## src/verilog/asg_pkg.sv

```systemverilog
// shared widths, channel count and control bit positions
// register opcode and channel state enums

package asg_pkg;

  ////////////////////////////////////////////////////////////
  // sizes
  ////////////////////////////////////////////////////////////

  // channel count and trigger sources
  localparam int unsigned NCH = 2;
  localparam int unsigned TN  = 4;
  // pointer, integer and fraction parts
  localparam int unsigned CWM = 8;
  localparam int unsigned CWF = 8;
  localparam int unsigned PW  = CWM + CWF;
  // signed sample
  localparam int unsigned SW  = 12;
  // burst counters
  localparam int unsigned BW  = 16;
  // write bus
  localparam int unsigned AW  = 12;
  localparam int unsigned DW  = 32;

  // mixer sum, wide enough for NCH samples
  localparam int unsigned MXW = SW + $clog2(NCH) + 1;
  // clamp limits
  localparam logic signed [SW-1:0] SMP_MAX = {1'b0, {(SW-1){1'b1}}};
  localparam logic signed [SW-1:0] SMP_MIN = {1'b1, {(SW-1){1'b0}}};

  // REG_CTL bits
  localparam int unsigned CTL_CLR = 0;
  localparam int unsigned CTL_BEN = 1;
  localparam int unsigned CTL_INF = 2;

  ////////////////////////////////////////////////////////////
  // encodings
  ////////////////////////////////////////////////////////////

  // opcode in low address bits, register region only
  typedef enum logic [3:0] {
    REG_CTL = 4'h0,
    REG_TRG = 4'h1,
    REG_SIZ = 4'h2,
    REG_STP = 4'h3,
    REG_OFF = 4'h4,
    REG_BDL = 4'h5,
    REG_BIL = 4'h6,
    REG_BNM = 4'h7
  } asg_reg_e;

  // channel run state
  typedef enum logic [1:0] {
    STS_IDL = 2'b00,
    STS_DAT = 2'b01,
    STS_DLY = 2'b10
  } asg_sts_e;

endpackage : asg_pkg

```

## src/verilog/asg_channel.sv

```systemverilog
// one generator channel: waveform table, fixed-point read pointer,
// burst state machine and sample strobe

module asg_channel (
  input  logic                         sto,
  input  logic                         ctl_rst,
  input  logic                         clr,
  // trigger lines and mask
  input  logic [asg_pkg::TN-1:0]       trg,
  input  logic [asg_pkg::TN-1:0]       cfg_trg,
  // pointer config, fixed point
  input  logic [asg_pkg::PW-1:0]       cfg_siz,
  input  logic [asg_pkg::PW-1:0]       cfg_stp,
  input  logic [asg_pkg::PW-1:0]       cfg_off,
  // burst config
  input  logic                         cfg_ben,
  input  logic                         cfg_inf,
  input  logic [asg_pkg::BW-1:0]       cfg_bdl,
  input  logic [asg_pkg::BW-1:0]       cfg_bil,
  input  logic [asg_pkg::BW-1:0]       cfg_bnm,
  // table write
  input  logic                         tbl_wen,
  input  logic [asg_pkg::CWM-1:0]      tbl_addr,
  input  logic [asg_pkg::SW-1:0]       tbl_dat,
  // sample out
  output logic signed [asg_pkg::SW-1:0] smp,
  output logic                         smp_vld,
  output logic                         evt
);

  import asg_pkg::*;

  // table and read path
  logic signed [SW-1:0] tbl_mem [2**CWM];
  logic        [CWM-1:0] buf_radr;
  logic signed [SW-1:0] buf_rdat;
  // pointer, one extra bit for the wrap test
  logic [PW-1:0] ptr_cur;
  logic [PW:0]   ptr_nxt;
  logic [PW:0]   ptr_sub;
  logic          ptr_neg;
  // burst counters
  logic [BW-1:0] cnt_cyc;
  logic [BW-1:0] cnt_dly;
  logic [BW-1:0] cnt_rep;
  // state and events
  asg_sts_e sts_run;
  asg_sts_e sts_vld;
  logic     trg_msk;
  logic     sts_beg;
  logic     sts_end;
  logic     sts_rpt;
  logic     sts_trg;
  logic     sts_clr;

  assign sts_clr = ctl_rst | clr;

  ////////////////////////////////////////////////////////////
  // table
  ////////////////////////////////////////////////////////////

  always_ff @(posedge sto) begin
    if (tbl_wen) begin
      tbl_mem[tbl_addr] <= tbl_dat;
    end
  end

  // two read stages: address, then data
  always_ff @(posedge sto) begin
    if (sts_run == STS_DAT) begin
      buf_radr <= ptr_cur[CWF+:CWM];
    end
    if (sts_vld == STS_DAT) begin
      buf_rdat <= tbl_mem[buf_radr];
    end
  end

  ////////////////////////////////////////////////////////////
  // burst state machine
  ////////////////////////////////////////////////////////////

  // masked trigger only counts from idle
  assign trg_msk = |(trg & cfg_trg);
  assign sts_beg = trg_msk & (sts_run == STS_IDL);
  // both counters spent
  assign sts_end = cfg_ben & (sts_run != STS_IDL) & ~|cnt_cyc & ~|cnt_dly;
  // another repetition pending
  assign sts_rpt = sts_end & (cfg_inf | (cnt_rep > BW'(1)));
  assign sts_trg = sts_beg | sts_rpt;

  always_ff @(posedge sto) begin
    if (sts_clr) begin
      sts_run <= STS_IDL;
      cnt_cyc <= '0;
      cnt_dly <= '0;
      cnt_rep <= '0;
    end else if (sts_trg) begin
      sts_run <= STS_DAT;
      cnt_cyc <= cfg_bdl;
      cnt_dly <= cfg_bil;
      // first start loads the count, infinite never counts down
      if (sts_beg) begin
        cnt_rep <= cfg_bnm;
      end else if (!cfg_inf) begin
        cnt_rep <= cnt_rep - BW'(1);
      end
    end else if (sts_end) begin
      // last repetition done
      sts_run <= STS_IDL;
      cnt_rep <= '0;
    end else if (cfg_ben) begin
      if ((sts_run == STS_DAT) && (cnt_cyc == '0) && (cnt_dly != '0)) begin
        sts_run <= STS_DLY;
      end
      if ((sts_run == STS_DAT) && (cnt_cyc != '0)) begin
        cnt_cyc <= cnt_cyc - BW'(1);
      end
      if ((sts_run == STS_DLY) && (cnt_dly != '0)) begin
        cnt_dly <= cnt_dly - BW'(1);
      end
    end
  end

  ////////////////////////////////////////////////////////////
  // read pointer
  ////////////////////////////////////////////////////////////

  // step, then try to wrap by size+1
  assign ptr_nxt = {1'b0, ptr_cur} + {1'b0, cfg_stp};
  assign ptr_sub = ptr_nxt - {1'b0, cfg_siz} - (PW+1)'(1);
  assign ptr_neg = ptr_sub[PW];

  always_ff @(posedge sto) begin
    if (sts_clr) begin
      ptr_cur <= '0;
    end else if (sts_trg) begin
      // phase comes from the offset
      ptr_cur <= cfg_off;
    end else if (sts_run == STS_DAT) begin
      ptr_cur <= ptr_neg ? ptr_nxt[PW-1:0] : ptr_sub[PW-1:0];
    end
  end

  ////////////////////////////////////////////////////////////
  // strobes
  ////////////////////////////////////////////////////////////

  always_ff @(posedge sto) begin
    if (sts_clr) begin
      sts_vld <= STS_IDL;
      smp_vld <= 1'b0;
      evt     <= 1'b0;
    end else begin
      // follows the read pipe, idle cycles are not valid
      sts_vld <= sts_run;
      smp_vld <= (sts_vld == STS_DAT);
      evt     <= sts_trg;
    end
  end

  // invalid sample reads as zero
  assign smp = smp_vld ? buf_rdat : '0;

endmodule : asg_channel

```

## config.mk

```make
export PLATFORM = sky130hd
export DESIGN_NAME = asg_channel
export DESIGN_NICKNAME = d
export VERILOG_FILES = /design/src/verilog/asg_pkg.sv /design/src/verilog/asg_channel.sv
export SDC_FILE = /design/constraint.sdc
export NUM_CORES = 2
export LEC_CHECK = 0
export BUFFER_PORTS_ARGS = -buffer_cell sky130_fd_sc_hd__clkbuf_2
export CAP_MARGIN = 20
export CORE_MARGIN = 1.5
export CORE_UTILIZATION = 25
export CTS_BUF_LIST = sky130_fd_sc_hd__clkbuf_8
export CTS_CLUSTER_SIZE = 25
export DETAILED_ROUTE_END_ITERATION = 10
export SLEW_MARGIN = 10
export SYNTH_ARGS = -nofsm -noshare
export SYNTH_HDL_FRONTEND = slang
export SYNTH_SLANG_ARGS = --single-unit
```

## constraint.sdc

```tcl
create_clock -name sto -period 5.52 [get_ports sto]
set_input_delay 0.276 -clock sto [delete_from_list [all_inputs] [get_ports sto]]
set_output_delay 0.276 -clock sto [all_outputs]
set_load 0.05 [all_outputs]
```

* After elaboration in Yosys (flattened, before gate mapping)
Memories as Yosys holds them, arrays and structs flattened. A register that Yosys moved wholly into a read port is not among the register bits.
Cells that the tools add are included.
** Word-level totals
- Flip-flop bits (word level) :: 78
- Memory bits (writable) :: 3072
- Word-level logic and storage cells :: 81
- Memories :: 1
** Operators by class
- Add/subtract/negate cells :: 6
- $lt $le $gt $ge :: 1
- Eq/ne operators :: 5
- Muxes and demuxes :: 22
- Bitwise operators :: 9
- Reductions and logical operators :: 27
** Memory list
- tbl_mem :: words 256, bits a word 12, rd ports 1, clocked after Yosys merged registers in 1, write ports 1, line asg_channel.sv:34 : logic signed [SW-1:0] tbl_mem [2**CWM];
** Operators with widths (number)
- $mux 16 :: 15
- $sub 16x1->16 const B :: 3
- $reduce_bool 16->1 :: 2
- $reduce_or 16->1 :: 2
- $add 16x16->17 :: 1
- $sub 17x1->17 const B :: 1
- $sub 17x16->17 :: 1
- $gt 16x1->1 const B :: 1
- $logic_not 16->1 :: 1
- $mux 12 :: 1
- $reduce_bool 2->1 :: 6
- $mux 1 :: 6
- $reduce_and 2->1 :: 3
- $reduce_and 3->1 :: 2
- $reduce_bool 3->1 :: 2
- $and 1x1->1 :: 5
- $and 4x4->4 :: 1
- $eq 2x1->1 const B :: 2
- $logic_and 1x1->1 :: 4
- $reduce_or 4->1 :: 1
- $ne 3x3->1 const B :: 1
- $or 1x1->1 :: 3
- $reduce_or 3->1 :: 1
- $eq 2x2->1 const B :: 1
- other kinds (3) :: 4

* Logic depth before layout (Yosys ltp)
- Depth in word-level cells :: 8
- Mapped depth :: 18

* Least setup slack after synthesis
Ideal clock, no wire load.
- Path type :: register -> register
- Start :: register ptr_cur[0]
- End :: register ptr_cur[11]
- Library setup time :: 117 ps
- Data arrival time :: 4455 ps
- Required time :: 5403 ps
- Setup slack :: 947 ps
- Cell stages (with the launch flop) :: 19
- Path buffers :: 2
- Clock period less this slack :: 4573 ps
- Cell sequence :: dfxtp_1 -> ha_1 -> fa_1 -> a21o_1 -> a2111oi_2 -> a211oi_1 -> a211o_1 -> a221oi_1 -> xnor2_1 -> ha_1 -> and3_1 -> a221o_1 -> a21o_1 -> or3_1 -> clkbuf_1 -> clkbuf_1 -> nand3_1 -> o211ai_1 -> a32o_1
** On the way
- Longest elaborated chain between the ends :: 6
** Ends and longest elaborated chain
- start: declaration :: line asg_channel.sv:38 : logic [PW-1:0] ptr_cur;
- start signal: assignment :: line asg_channel.sv:138 : ptr_cur <= cfg_off;
- start signal: assignment :: line asg_channel.sv:140 : ptr_cur <= ptr_neg ? ptr_nxt[PW-1:0] : ptr_sub[PW-1:0];
- $add 16x16->17 (*) :: line asg_channel.sv:129 : assign ptr_nxt = {1'b0, ptr_cur} + {1'b0, cfg_stp};
- $sub 17x16->17 :: line asg_channel.sv:130 : assign ptr_sub = ptr_nxt - {1'b0, cfg_siz} - (PW+1)'(1);
- $sub 17x1->17 :: line asg_channel.sv:130
- $mux 16 (*) :: line asg_channel.sv:140
- $mux 16 (*) :: line asg_channel.sv:139 : end else if (sts_run == STS_DAT) begin
- $mux 16 (*) :: line asg_channel.sv:136 : end else if (sts_trg) begin
Mark *: on every way between the ends. The rest lies on a longest branch, timed or not. The select of a mux whose other input is x is not followed.
A chain may end at the register's enable or synchronous reset.

* Worst setup path in the final report
Ends and elaborated chain as after synthesis.

==> metrics.txt <==
Setup Fix Bufs, Post-CTS 0; post-route DRC violation count 2; period utilization 0.963; Die Area 499,000 sq um; critical path arrival 6160 ps; htree depth 5; Max stage delay on crit path about 560 ps; Worst-Margin Slew 1350 ps; final instance area 145,000 sq um; Pint 36.4 mW; crit-path cells ha_1, fa_1, a21o_1, a2111oi_4, a211oi_2, a211o_1, a221oi_2, xnor2_1, ha_1, and3_1, a221o_1, a21o_1, o21a_2, nor2_4, buf_4, o211ai_1, a32o_1, dlygate4sd3_1; LEAKAGE approximately 44 nW; Worst Setup Start Kind register; initial antenna violation count 29; Seq/Total Area, Yosys 0.762; TritonCTS clock tree done; Clk network pwr share 0.382; routed via count 60,635; post-synth top area share 0.751; Clock Tree Buf Depth 4; num rows 258; synth warn 0; DR pass1 iterations 9; detailed placement HPWL 184 mm; initial core utilization 0.251; worst slack, placed 329 ps; total grt overflow 0; top post-synthesis cells by count 3,092 x edfxtp_1, 1,020 x mux4_2, 334 x nor2_1, 220 x clkbuf_1, 70 x dfxtp_1; Crit Path Class reg2reg; clock root cell clkbuf_8; prevailing post-synth register cell edfxtp_1; Multi-input gate area 28,100 sq um; Post-Layout Cell Count between 10,000 and 15,000; GRT Overall Usage 0.120; fin crit period roughly 5300 ps; Final Max Tran Viols 0; vias in the first global route 61,197; Final Skew 97.0 ps; Power Dens Cells 325 nW/um^2; Layout fillers about 48,000; Synth cell types 67; syn_nets 5,590; Worst-path clk slew approximately 60 ps; delay-heaviest family, CP compound AO/OA/AOI/OAI gates; status finished with violations; DR WL/cell 23.7 um; failing checks DRC; Area contributors post-synth edfxtp_1 75%, mux4_2 19%, dfxtp_1 1.1%; total chip power 47.0 mW; max_cap viols 0; Syn Inst Count 5,422; Critical-path top delay cell dlygate4sd3_1; area grow syn2layout 16.9%; most frequent cell after synthesis edfxtp_1; VDD IR-drop max between 0.0002 and 0.00025 V; critical path peak fanout 11; Detailed Route WL a little over 300 mm; synthesized cell area about 120,000 sq um; CP required 6360 ps; largest net degree at the start of global routing 149; clk sink count 3,162; Gate power share 0.054; nets 6,371; EDFF count, synth 3,092; setup violators final 0; sequential power share 0.564; clk_lat worst skew 1070 ps; Hold WC Path Type in2reg; CTS Buf Count about 480; syn avg cell area 22.8 sq um; CP Capture Type register; register area ~94,000 sq um; Chip Width 706 um; Setup Total Neg Slack 0 ps; switching power total 10.6 mW; post-synth top area cell edfxtp_1; Final Hold Viols 0; Rel. slew slack 0.100; final setup margin around 200 ps; GPL Wtd Cong ~0.85; DRT antenna net count 0; Vias/cell between 4 and 5; Die Y roughly 710 um; flip-flop and latch count after synthesis ~3,200; Inst Count DP 12,041; Cell Area, Placed 134,000 sq um; Top Ports 144; fraction of layout cells with a size suffix above 1 0.323; first-pass GRT wire length between 400 and 500 mm; DR iter-0 viols 7,187; asr flop ratio synth 0; core area 493,000 sq um; Port Buf Inserts 143; switch share 0.225; f_max 188 MHz; CP bufs+invs 2
final cells by class:
class / instances / share of cell area
diodes: 9 / 0.000156
multi-input cells: 1917 / 0.195
clock inverters: 371 / 0.0138
clock buffers: 492 / 0.0468
repair buffers: 600 / 0.0354
inverters: 38 / 0.000987
well taps: 6500 / 0.0563
flip-flops and latches: 3162 / 0.652
layer usage:
metal / routed length, um / vias to the layer above / part of all wire / track usage
li1: - / 24765 / - / -
met4: 6350 / 14 / 0.020 / 0.0282
met3: 27800 / 432 / 0.090 / 0.0266
met5: 158 / - / 0.00051 / 0
met1: 131000 / 32630 / 0.42 / 0.169
met2: 144000 / 2794 / 0.47 / 0.188
worst min-delay path: cells and delay by family:
kind / cells / cell delay [ps]
AOI/OAI and AO/OA: 2 / 250
xor gates and xnor gates: 1 / 210
adders and majority gates: 1 / 220
buffers and inverters: 1 / 90
through the flow:
| step | hold slack [ps] | util |
|---|---|---|
| 4_1_cts | 2.08 | 0.292 |
| 6_report | 104 | 0.293 |
| 3_3_place_gp | 455 | 0.270 |
| 5_1_grt | 79.1 | 0.293 |
| 2_1_floorplan | 375 | - |
| 3_5_place_dp | 454 | 0.272 |
registers in the layout, indices dropped and copies added (netlist names):
register / flops
tbl_mem: 3072
cnt_cyc: 16
cnt_dly: 16
cnt_rep: 16
ptr_cur: 16
buf_rdat: 12
buf_radr: 8
sts_run: 2
sts_vld: 2
evt: 1
smp_vld: 1
path summary, 6_finish.rpt:
check                           cells after the start  slack [ps]                     start                  endpoint
worst max-delay path                               18         200   ptr_cur[0]$_SDFFE_PP0P_  ptr_cur[11]$_SDFFE_PP0P_
worst min-delay path                                5         100                cfg_stp[5]   ptr_cur[5]$_SDFFE_PP0P_
worst max register to register                     18         200   ptr_cur[0]$_SDFFE_PP0P_  ptr_cur[11]$_SDFFE_PP0P_
worst min register to register                      0         480  ptr_cur[13]$_SDFFE_PP0P_     buf_radr[5]$_DFFE_PN_
cells by family after synthesis:
family          share of synthesized area
flops                               0.762
simple gates                       0.0213
compound gates                     0.0124
fa+ha+maj                         0.00397
mux                                 0.186
buf+inv                            0.0111
xor+xnor                          0.00305
power groups by stage:
stage | Combinational [mW] | Clock, mW | Sequential (mW)
floorplan | 1.31 | 0 | 27.0
global placement | 2.38 | 0 | 27.0
detailed placement | 2.44 | 0 | 27.0
CTS | 2.53 | 18.4 | 26.5
global route | 2.69 | 19.3 | 26.5
finish | 2.54 | 18.0 | 26.5
repair_timing:
| action | CTS | global route |
|---|---|---|
| gates resized for setup | 0 | 9 |
| endpoints found under the hold margin | 1487 | 0 |
| hold buffers | 131 | 0 |
| endpoints found under the setup margin | 0 | 5 |
layout by cell type, fill, tap and decap left out, types with 44 or more instances in the layout:
master         count
nor2_1           306
inv_1            182
clkbuf_8         492
buf_4            255
mux4_2          1020
nand2_1           61
clkinv_2          66
nand3_1           61
clkinv_1         127
clkbuf_2         131
o21ai_0           45
dlygate4sd3_1    131
dfxtp_1           70
edfxtp_1        3092
a21oi_1           44
No activity file was read; power rests on OpenSTA's default activity.
