### src/verilog/asg_pkg.sv
// shared widths, channel count and control bit positions
// register opcode and channel state enums

package asg_pkg;

  ////////////////////////////////////////////////////////////
  // sizes
  ////////////////////////////////////////////////////////////

  // channel count and trigger sources
  localparam int unsigned NCH = 2;
  localparam int unsigned TN  = 4;
  // pointer, integer and fraction parts
  localparam int unsigned CWM = 8;
  localparam int unsigned CWF = 8;
  localparam int unsigned PW  = CWM + CWF;
  // signed sample
  localparam int unsigned SW  = 12;
  // burst counters
  localparam int unsigned BW  = 16;
  // write bus
  localparam int unsigned AW  = 12;
  localparam int unsigned DW  = 32;

  // mixer sum, wide enough for NCH samples
  localparam int unsigned MXW = SW + $clog2(NCH) + 1;
  // clamp limits
  localparam logic signed [SW-1:0] SMP_MAX = {1'b0, {(SW-1){1'b1}}};
  localparam logic signed [SW-1:0] SMP_MIN = {1'b1, {(SW-1){1'b0}}};

  // REG_CTL bits
  localparam int unsigned CTL_CLR = 0;
  localparam int unsigned CTL_BEN = 1;
  localparam int unsigned CTL_INF = 2;

  ////////////////////////////////////////////////////////////
  // encodings
  ////////////////////////////////////////////////////////////

  // opcode in low address bits, register region only
  typedef enum logic [3:0] {
    REG_CTL = 4'h0,
    REG_TRG = 4'h1,
    REG_SIZ = 4'h2,
    REG_STP = 4'h3,
    REG_OFF = 4'h4,
    REG_BDL = 4'h5,
    REG_BIL = 4'h6,
    REG_BNM = 4'h7
  } asg_reg_e;

  // channel run state
  typedef enum logic [1:0] {
    STS_IDL = 2'b00,
    STS_DAT = 2'b01,
    STS_DLY = 2'b10
  } asg_sts_e;

endpackage : asg_pkg

### src/verilog/asg_mix.sv
// saturating sum of the channel samples into one DAC word
// and merged trigger events

module asg_mix (
  input  logic                                    sto,
  input  logic                                    ctl_rst,
  // from channels
  input  logic [asg_pkg::NCH-1:0][asg_pkg::SW-1:0] smp,
  input  logic [asg_pkg::NCH-1:0]                  smp_vld,
  input  logic [asg_pkg::NCH-1:0]                  evt,
  // DAC side
  output logic signed [asg_pkg::SW-1:0]            dac,
  output logic                                     dac_vld,
  output logic                                     trg_out
);

  import asg_pkg::*;

  logic signed [MXW-1:0] sum;
  logic signed [SW-1:0]  sat;

  // sign-extended sum, invalid channels are already zero
  always_comb begin
    sum = '0;
    for (int i = 0; i < NCH; i++) begin
      sum = sum + {{(MXW-SW){smp[i][SW-1]}}, smp[i]};
    end
  end

  // clamp when the upper bits do not match the sign
  always_comb begin
    if (!sum[MXW-1] && (|sum[MXW-2:SW-1])) begin
      sat = SMP_MAX;
    end else if (sum[MXW-1] && !(&sum[MXW-2:SW-1])) begin
      sat = SMP_MIN;
    end else begin
      sat = sum[SW-1:0];
    end
  end

  ////////////////////////////////////////////////////////////
  // output stage
  ////////////////////////////////////////////////////////////

  always_ff @(posedge sto) begin
    if (ctl_rst) begin
      dac     <= '0;
      dac_vld <= 1'b0;
      trg_out <= 1'b0;
    end else begin
      dac     <= sat;
      dac_vld <= |smp_vld;
      trg_out <= |evt;
    end
  end

endmodule : asg_mix

### config.mk
export PLATFORM = sky130hd
export DESIGN_NAME = asg_mix
export DESIGN_NICKNAME = d
export VERILOG_FILES = /design/src/verilog/asg_pkg.sv /design/src/verilog/asg_mix.sv
export SDC_FILE = /design/constraint.sdc
export NUM_CORES = 1
export LEC_CHECK = 0
export ABC_CLOCK_PERIOD_IN_PS = 3500
export BUFFER_PORTS_ARGS = -buffer_cell sky130_fd_sc_hd__buf_2
export CAP_MARGIN = 20
export CORE_ASPECT_RATIO = 0.75
export CORE_MARGIN = 2
export CORE_UTILIZATION = 30
export DETAILED_ROUTE_END_ITERATION = 8
export PLACE_DENSITY = 0.67
export SYNTH_ARGS = -nofsm -noshare
export SYNTH_HDL_FRONTEND = slang
export SYNTH_SLANG_ARGS = --single-unit
### constraint.sdc
create_clock -name sto -period 3.5 [get_ports sto]
set_clock_uncertainty 0.1 [all_clocks]
set_input_delay 0.175 -clock sto [delete_from_list [all_inputs] [get_ports sto]]
set_output_delay 0.175 -clock sto [all_outputs]
set_load 0.02 [all_outputs]
; Word level (Yosys, flattened, before mapping)
; Cells that the tools add are included.
[totals]
output_inout_bits = 14
in_bits = 30
elab_cells = 16
regBits = 14
[op_classes]
add_sub_neg = 1
n_reduce_logical = 9
muxes = 2
[ops]
columns = op, n
row1 = 12-bit by 12-bit adder with 13-bit output, 1
row2 = 12-bit 2-to-1 mux, 1
row3 = 11-bit 2-to-1 mux, 1
row4 = 2-bit OR reduction, 4
row5 = 1-bit logical AND, 2
row6 = 1-bit zero test, 2
row7 = 2-bit AND reduction, 1

; Longest topological paths before layout
; Gate-level depths: netlist (run 1).
[logic_depth]
ltp_word = 6
depth_mapped = 9
mapped_depth_nobuf = 9

; Worst setup path before layout (run 1)
; No wires, ideal clock.
[synth_path]
path_type = input port to flip-flop
startpoint = in smp[0] in the netlist's numbering
endpoint = reg dac[7] in the netlist's numbering
setup_time_ps = 101
cell_stages = 9
required_ps = 3299
n_path_buf = 0
arrival_ps = 1848
path_slack_ps = 1451
cell_sequence = ha_1 inv_1 fa_1 nand2b_1 a21oi_1 o21ai_0 a21oi_4 nor3_4 o41ai_1
[synth_via]
elab_chain_cells = 6
elab_cells_between_ends = 9
cone_classes = add/sub (1) / mux (2) / reduce/logical (6)
[synth_lines]
columns = item, line
row1 = "start, declared", asg_mix.sv:8  ; input logic [asg_pkg::NCH-1:0][asg_pkg::SW-1:0] smp,
row2 = 12-bit by 12-bit adder with 13-bit output (*), asg_mix.sv:26  ; sum = sum + {{(MXW-SW){smp[i][SW-1]}}, smp[i]};
row3 = 2-bit AND reduction, asg_mix.sv:34  ; end else if (sum[MXW-1] && !(&sum[MXW-2:SW-1])) begin
row4 = 1-bit zero test, asg_mix.sv:34
row5 = 1-bit logical AND, asg_mix.sv:34
row6 = 12-bit 2-to-1 mux, asg_mix.sv:34
row7 = 11-bit 2-to-1 mux (*), asg_mix.sv:32  ; if (!sum[MXW-1] && (|sum[MXW-2:SW-1])) begin
row8 = "end signal, assigned", asg_mix.sv:51  ; dac <= sat;
row9 = "end, declared", asg_mix.sv:12  ; output logic signed [asg_pkg::SW-1:0] dac,
; Mark *: on every way between the ends. The rest lies on a longest branch, timed or not.
; A chain may end at the register's enable or synchronous reset.

; Final worst setup path (run 1)
[layout_path]
startpoint = in smp[0] in the netlist's numbering
endpoint = reg dac[3] in the netlist's numbering
; Same word-level chain as after synthesis.

==> flow_metrics.tcl, run 1 <==
set metrics [dict create \
    drcViolationCount 0 \
    internal_power_mw 0.3629 \
    syn_inst 116 \
    hp-class "in -> reg" \
    status "complete, no violations" \
    p_seq_share_pct 35.0 \
    path_class "in -> reg" \
    period_share_pct 65.51 \
    initialDrtViolationCount 47 \
    p_comb_share_pct 43.3 \
    gp_congestion 0.7870 \
    fp.dieW_um 71.82 \
    rsz0062_at_grt "false" \
    antenna_found_initial 0 \
    synth_area_um2 1035 \
    cts.sinks 14 \
    power_mw 0.5624 \
    drt-total-wl_um 2272 \
    synth_nets 159 \
    grt_pass1_vias 826 \
    drtPass1Iterations 4 \
    clkTransAtPathRegs_ns 0.05 \
    drive_gt1_share_pct 35.00 \
    grt_use_total_pct 12.25 \
    grt_max_degree 16 \
    yosysSeqAreaShare_pct 27.09 \
    critical_path.max_fanout 10 \
    postCtsResizedCells 0 \
    grt_pass1_wl_um 3663 \
    tightest_slew_ns 0.5656 \
    cp.arrival_ns 2.31 \
    die_h_um 54.86 \
    cp.required_ns 3.52 \
    post-synth-top-area-fraction_pct 27.09 \
    grt_overflow 0 \
    port_buffers 43 \
    async_reset_ff_share_pct 0 \
    yosys_most_used_dff "dfxtp_1" \
    endpoint_kind "flip-flop" \
    period_minus_slack_ns 2.293 \
    core_area_um2 3288 \
    cap_violations 0 \
    final.setup.tns_ns 0 \
    vdd_drop_max_mv 0.1673 \
    crit_path_start_kind "primary input" \
    hpwlAfterDp_um 1916 \
    cts_setup_buffers 0 \
    power.density_nw_per_um2 422.9 \
    layout_setup_ws_ns 1.207 \
    synth_area_leaders "dfxtp_1 (27%), ha_1 (15%), o31ai_1 (5.8%)" \
    postRouteAntennaNets 0 \
    finalMaxSlewViolations 0 \
    fmaxAchievable_ghz 0.4361 \
    syn2layout_area_growth_pct 28.54 \
    yosys.area.top_type "dfxtp_1" \
    viasPerCell 4.860 \
    ys_types 37 \
    cts_hold_buf 0 \
    clockBufferDepth 2 \
    yosysWarnings 0 \
    fin_cells 200 \
    diodes 0 \
    vias 972 \
    preCtsSetupSlack_ns 0.9972 \
    hold_viol 0 \
    min_path_cells 3 \
    placed_cells 197 \
    swShare_pct 35.48 \
    cts-root-buf "clkbuf_8" \
    maxSlewHeadroom_pct 61.89 \
    numCtsBuffers 3 \
    avgSynthCellArea_um2 8.920 \
    placementRows 18 \
    layout.nets 205 \
    io_pins 44 \
    ys_seq_elements 14 \
    clkPwrFrac_pct 21.7 \
    leakagePower_nw 0.6558 \
    setup_violations 0 \
    p_sw_mw 0.1995 \
    synth_edf_count 0 \
    htree_levels 1 \
    dieArea_um2 3940 \
    cts_tree "done" \
    wl_per_cell_um 11.36 \
    start_util_pct 31.47 \
]
==> cell usage in the layout, fill, tap and decap left out, types with 2 or more instances in the layout <==
cell and count:
a211oi_1 2, a21o_1 2, a21oi_1 10, buf_2 43, clkbuf_8 3, dfxtp_1 14
ha_1 12, inv_1 8, nand2_1 7, nand2b_1 4, nor2_1 10, nor2b_1 2
o21ai_0 5, o22ai_1 2, o31ai_1 8, o41ai_1 2, xnor2_1 2, xor2_1 5
==> sequential cells by signal (all words and copies together) (netlist names) <==
name and flops:
trg_out 1, dac 12, dac_vld 1
==> cell usage after synthesis, drive strengths merged, types with 2 or more instances <==
| cell | instances |
|---|---|
| nor2 | 11 |
| o22ai | 2 |
| a21oi | 11 |
| nor2b | 2 |
| ha | 12 |
| o21ai | 5 |
| xor2 | 5 |
| inv | 8 |
| xnor2 | 2 |
| o31ai | 8 |
| dfxtp | 14 |
| a21o | 2 |
| o211ai | 2 |
| nand2 | 8 |
| nand2b | 4 |
| a211oi | 2 |
| o41ai | 2 |
==> kinds of logic after synthesis <==
logic type / synth area share, %
AO/OA/AOI/OAI: 28.54
XOR/XNOR: 5.925
adder cells (fa/ha/maj): 16.44
buffers and inverters: 3.990
flip-flops: 27.09
multiplexers: 0.9674
AND/OR/NAND/NOR: 17.05
==> cell type report <==
class	instances	area (µm²)
multi-input combinational	92	713.2
tap	40	50.05
fill	338	1958
inverter	8	30.03
timing repair buffer	43	215.2
clock buffer	3	41.29
sequential	14	280.3
==> worst paths after layout <==
path | slack, ns | start | end
worst min-delay path | 0.05 | evt[0] | trg_out
worst max-delay path | 1.21 | smp[0] | dac[3]
==> critical path, cell delays in order <==
cell      delay (ns)
buf_2           0.08
ha_1            0.21
inv_1           0.07
fa_1            0.39
nand2b_1        0.18
a21oi_1         0.19
o21ai_0         0.26
a21oi_4         0.29
nor3_4          0.11
o41ai_1         0.35
==> power by group through the flow <==
stage / clock [mW] / sequential, mW / combinational (mW)
after floorplan: 0 / 0.242 / 0.130
after global placement: 0 / 0.202 / 0.242
final: 0.122 / 0.197 / 0.243
after detailed placement: 0 / 0.201 / 0.244
after global routing: 0.134 / 0.199 / 0.267
after CTS: 0.125 / 0.198 / 0.245
==> layer usage <==
layer / part of all wire, % / global-route usage [%] / vias up
met1: 52 / 17.49 / 415
li1: - / - / 515
met2: 39 / 17.75 / 37
met5: 0 / 0 / -
met4: 1.8 / 5.660 / 0
met3: 7.7 / 2.394 / 5
==> stage by stage <==
step	hold slack, ns	utilization, %	instance area (µm²)
4_1_cts	0.04759	40.45	1330
3_5_place_dp	0.2946	39.19	1289
3_3_place_gp	0.2915	39.19	1289
6_report	0.04657	40.45	1330
2_1_floorplan	0.1761	-	1035
5_1_grt	0.08860	40.45	1330
No activity file was read; power rests on OpenSTA's default activity.
==> inputs of run 2 (changes only) <==
--- a/config.mk
+++ b/config.mk
@@ -5,14 +5,14 @@
 export SDC_FILE = /design/constraint.sdc
 export NUM_CORES = 1
 export LEC_CHECK = 0
-export ABC_CLOCK_PERIOD_IN_PS = 3500
+export ABC_CLOCK_PERIOD_IN_PS = 2009
 export BUFFER_PORTS_ARGS = -buffer_cell sky130_fd_sc_hd__buf_2
 export CAP_MARGIN = 20
 export CORE_ASPECT_RATIO = 0.75
 export CORE_MARGIN = 2
 export CORE_UTILIZATION = 30
 export DETAILED_ROUTE_END_ITERATION = 8
-export PLACE_DENSITY = 0.67
+export PLACE_DENSITY = 0.69
 export SYNTH_ARGS = -nofsm -noshare
 export SYNTH_HDL_FRONTEND = slang
 export SYNTH_SLANG_ARGS = --single-unit
==> constraint.sdc (replaced) <==
create_clock -name sto -period 2.01 [get_ports sto]
set_clock_uncertainty 0.1 [all_clocks]
set_input_delay 0.1005 -clock sto [delete_from_list [all_inputs] [get_ports sto]]
set_output_delay 0.1005 -clock sto [all_outputs]
set_load 0.02 [all_outputs]
==> flow_metrics.tcl, run 2 (synthesis gave the netlist of run 1 again) <==
set metrics [dict create \
    wl_per_cell_um 11.24 \
    diodes 0 \
    core_area_um2 3288 \
    dieArea_um2 3940 \
    power_mw 1.138 \
    worstPathCellList "buf_2, ha_4, inv_1, fa_1, nand2b_4, a21oi_4, o21ai_2, a21oi_4, nor3_4, buf_12, o31ai_1" \
    cpMaxStageDelayCell "fa_1" \
    internal_power_mw 0.7429 \
    placementRows 18 \
    maxSlewHeadroom_pct 73.12 \
    clockBufferDepth 2 \
    postRouteAntennaNets 0 \
    layout_setup_ws_ns 0.1225 \
    vias 1074 \
    tightest_slew_ns 0.3990 \
    hold_viol 0 \
    initialDrtViolationCount 73 \
    cts-root-buf "clkbuf_8" \
    final_cell_mix "buf_2 (43), buf_4 (17), dfxtp_1 (14), nor2_1 (10), ha_1 (10)" \
    p_comb_share_pct 46.5 \
    endpoint_kind "flip-flop" \
    period_share_pct 93.90 \
    io_pins 44 \
    top_register "dac" \
    cts_tree "done" \
    status "complete, no violations" \
    drive_gt1_share_pct 44.81 \
    p_sw_mw 0.3953 \
    grt_use_total_pct 13.23 \
    worst-path-buf-inv 3 \
    die_h_um 54.86 \
    whs_ns 0.1177 \
    critPathMostFrequentCell "a21oi_4" \
    drt-total-wl_um 2507 \
    cp.required_ns 2.05 \
    mostFrequentLayoutCell "buf_2" \
    cts.sinks 14 \
    critPathTopFamily "compound AO/OA/AOI/OAI gates" \
    htree_levels 1 \
    cap_violations 0 \
    grt_overflow 0 \
    syn2layout_area_growth_pct 55.86 \
    vdd_drop_max_mv 0.2209 \
    final.setup.tns_ns 0 \
    swShare_pct 34.73 \
    top_regs "dac (12), dac_vld (1), trg_out (1)" \
    utilization_pct 49.05 \
    critical_path.max_fanout 10 \
    largest_register_ffs 12 \
    hpwlAfterDp_um 1951 \
    port_buffers 43 \
    grt_pass1_wl_um 3981 \
    finalMaxSlewViolations 0 \
    grt_pass1_vias 900 \
    hp-class "in -> reg" \
    numCtsBuffers 3 \
    crit_path_start_kind "primary input" \
    fillers 335 \
    fmaxAchievable_ghz 0.5298 \
    layout.nets 227 \
    grt_max_degree 16 \
    slowest_delay_ns 0.38 \
    cp.arrival_ns 1.93 \
    clkPwrFrac_pct 23.2 \
    antenna_found_initial 0 \
    fp.dieW_um 71.82 \
    leakagePower_nw 0.7960 \
    setup_violations 0 \
    viasPerCell 4.816 \
    period_minus_slack_ns 1.887 \
    drtPass1Iterations 4 \
    clkTransAtPathRegs_ns 0.05 \
    p_seq_share_pct 30.3 \
    start_util_pct 31.47 \
    path_class "in -> reg" \
    gp_congestion 0.7709 \
    preCtsSetupSlack_ns -0.3703 \
    power.density_nw_per_um2 705.7 \
    drcViolationCount 0 \
]
==> run 2: cell types whose count changed in the layout (fill, tap and decap cells not counted), moves of 2 or more <==
cell,delta
o41ai_1,-2
o21ai_0,-2
buf_4,+17
dlygate4sd3_1,+4
ha_1,-2
==> run 2: through the flow <==
step | instance area [µm²] | cells
6_report | 1613 | 223
3_3_place_gp | 1394 | 211
5_1_grt | 1613 | 223
3_5_place_dp | 1394 | 211
4_1_cts | 1500 | 219
2_1_floorplan | 1035 | 116
==> run 2: what timing repair did <==
| action | in CTS | in global routing |
|---|---|---|
| endpoints found under the setup margin | 10 | 11 |
| hold buffers | 4 | 0 |
| endpoints found under the hold margin | 2 | 0 |
| buffers inserted | 0 | 4 |
| pin swaps | 0 | 5 |
| gates resized for setup | 3 | 11 |
| gates cloned | 0 | 0 |
==> run 2: final timing paths <==
kind / cells past startpoint / slack, ns / from / endpoint
min: 2 / 0.12 / ctl_rst / dac[11]
max: 11 / 0.12 / smp[0] / dac[8]
==> run 2: routing by layer <==
metal  vias up  track usage, %  share of wire, %
met5         -               0                 0
met4         0           5.975               1.4
met3         5           2.026               7.3
met2        37           20.22                43
met1       472           18.49                48
li1        560               -                 -
==> run 2: final cells by class <==
type                            instances  area, µm²  share of cell area [%]
Inverter                                8      30.03                   1.862
Tap cell                               40      50.05                   3.103
Clock buffer                            4      55.05                   3.413
Sequential cell                        14      280.3                   17.38
Multi-Input combinational cell         92      794.5                   49.26
Timing Repair Buffer                   65      402.9                   24.98
==> run 2: power groups by stage <==
stage	clock network (mW)	registers (mW)	logic (mW)
5_1_grt	0.284	0.351	0.581
6_report	0.264	0.345	0.529
2_1_floorplan	0	0.422	0.227
4_1_cts	0.271	0.344	0.476
3_3_place_gp	0	0.351	0.456
3_5_place_dp	0	0.350	0.463
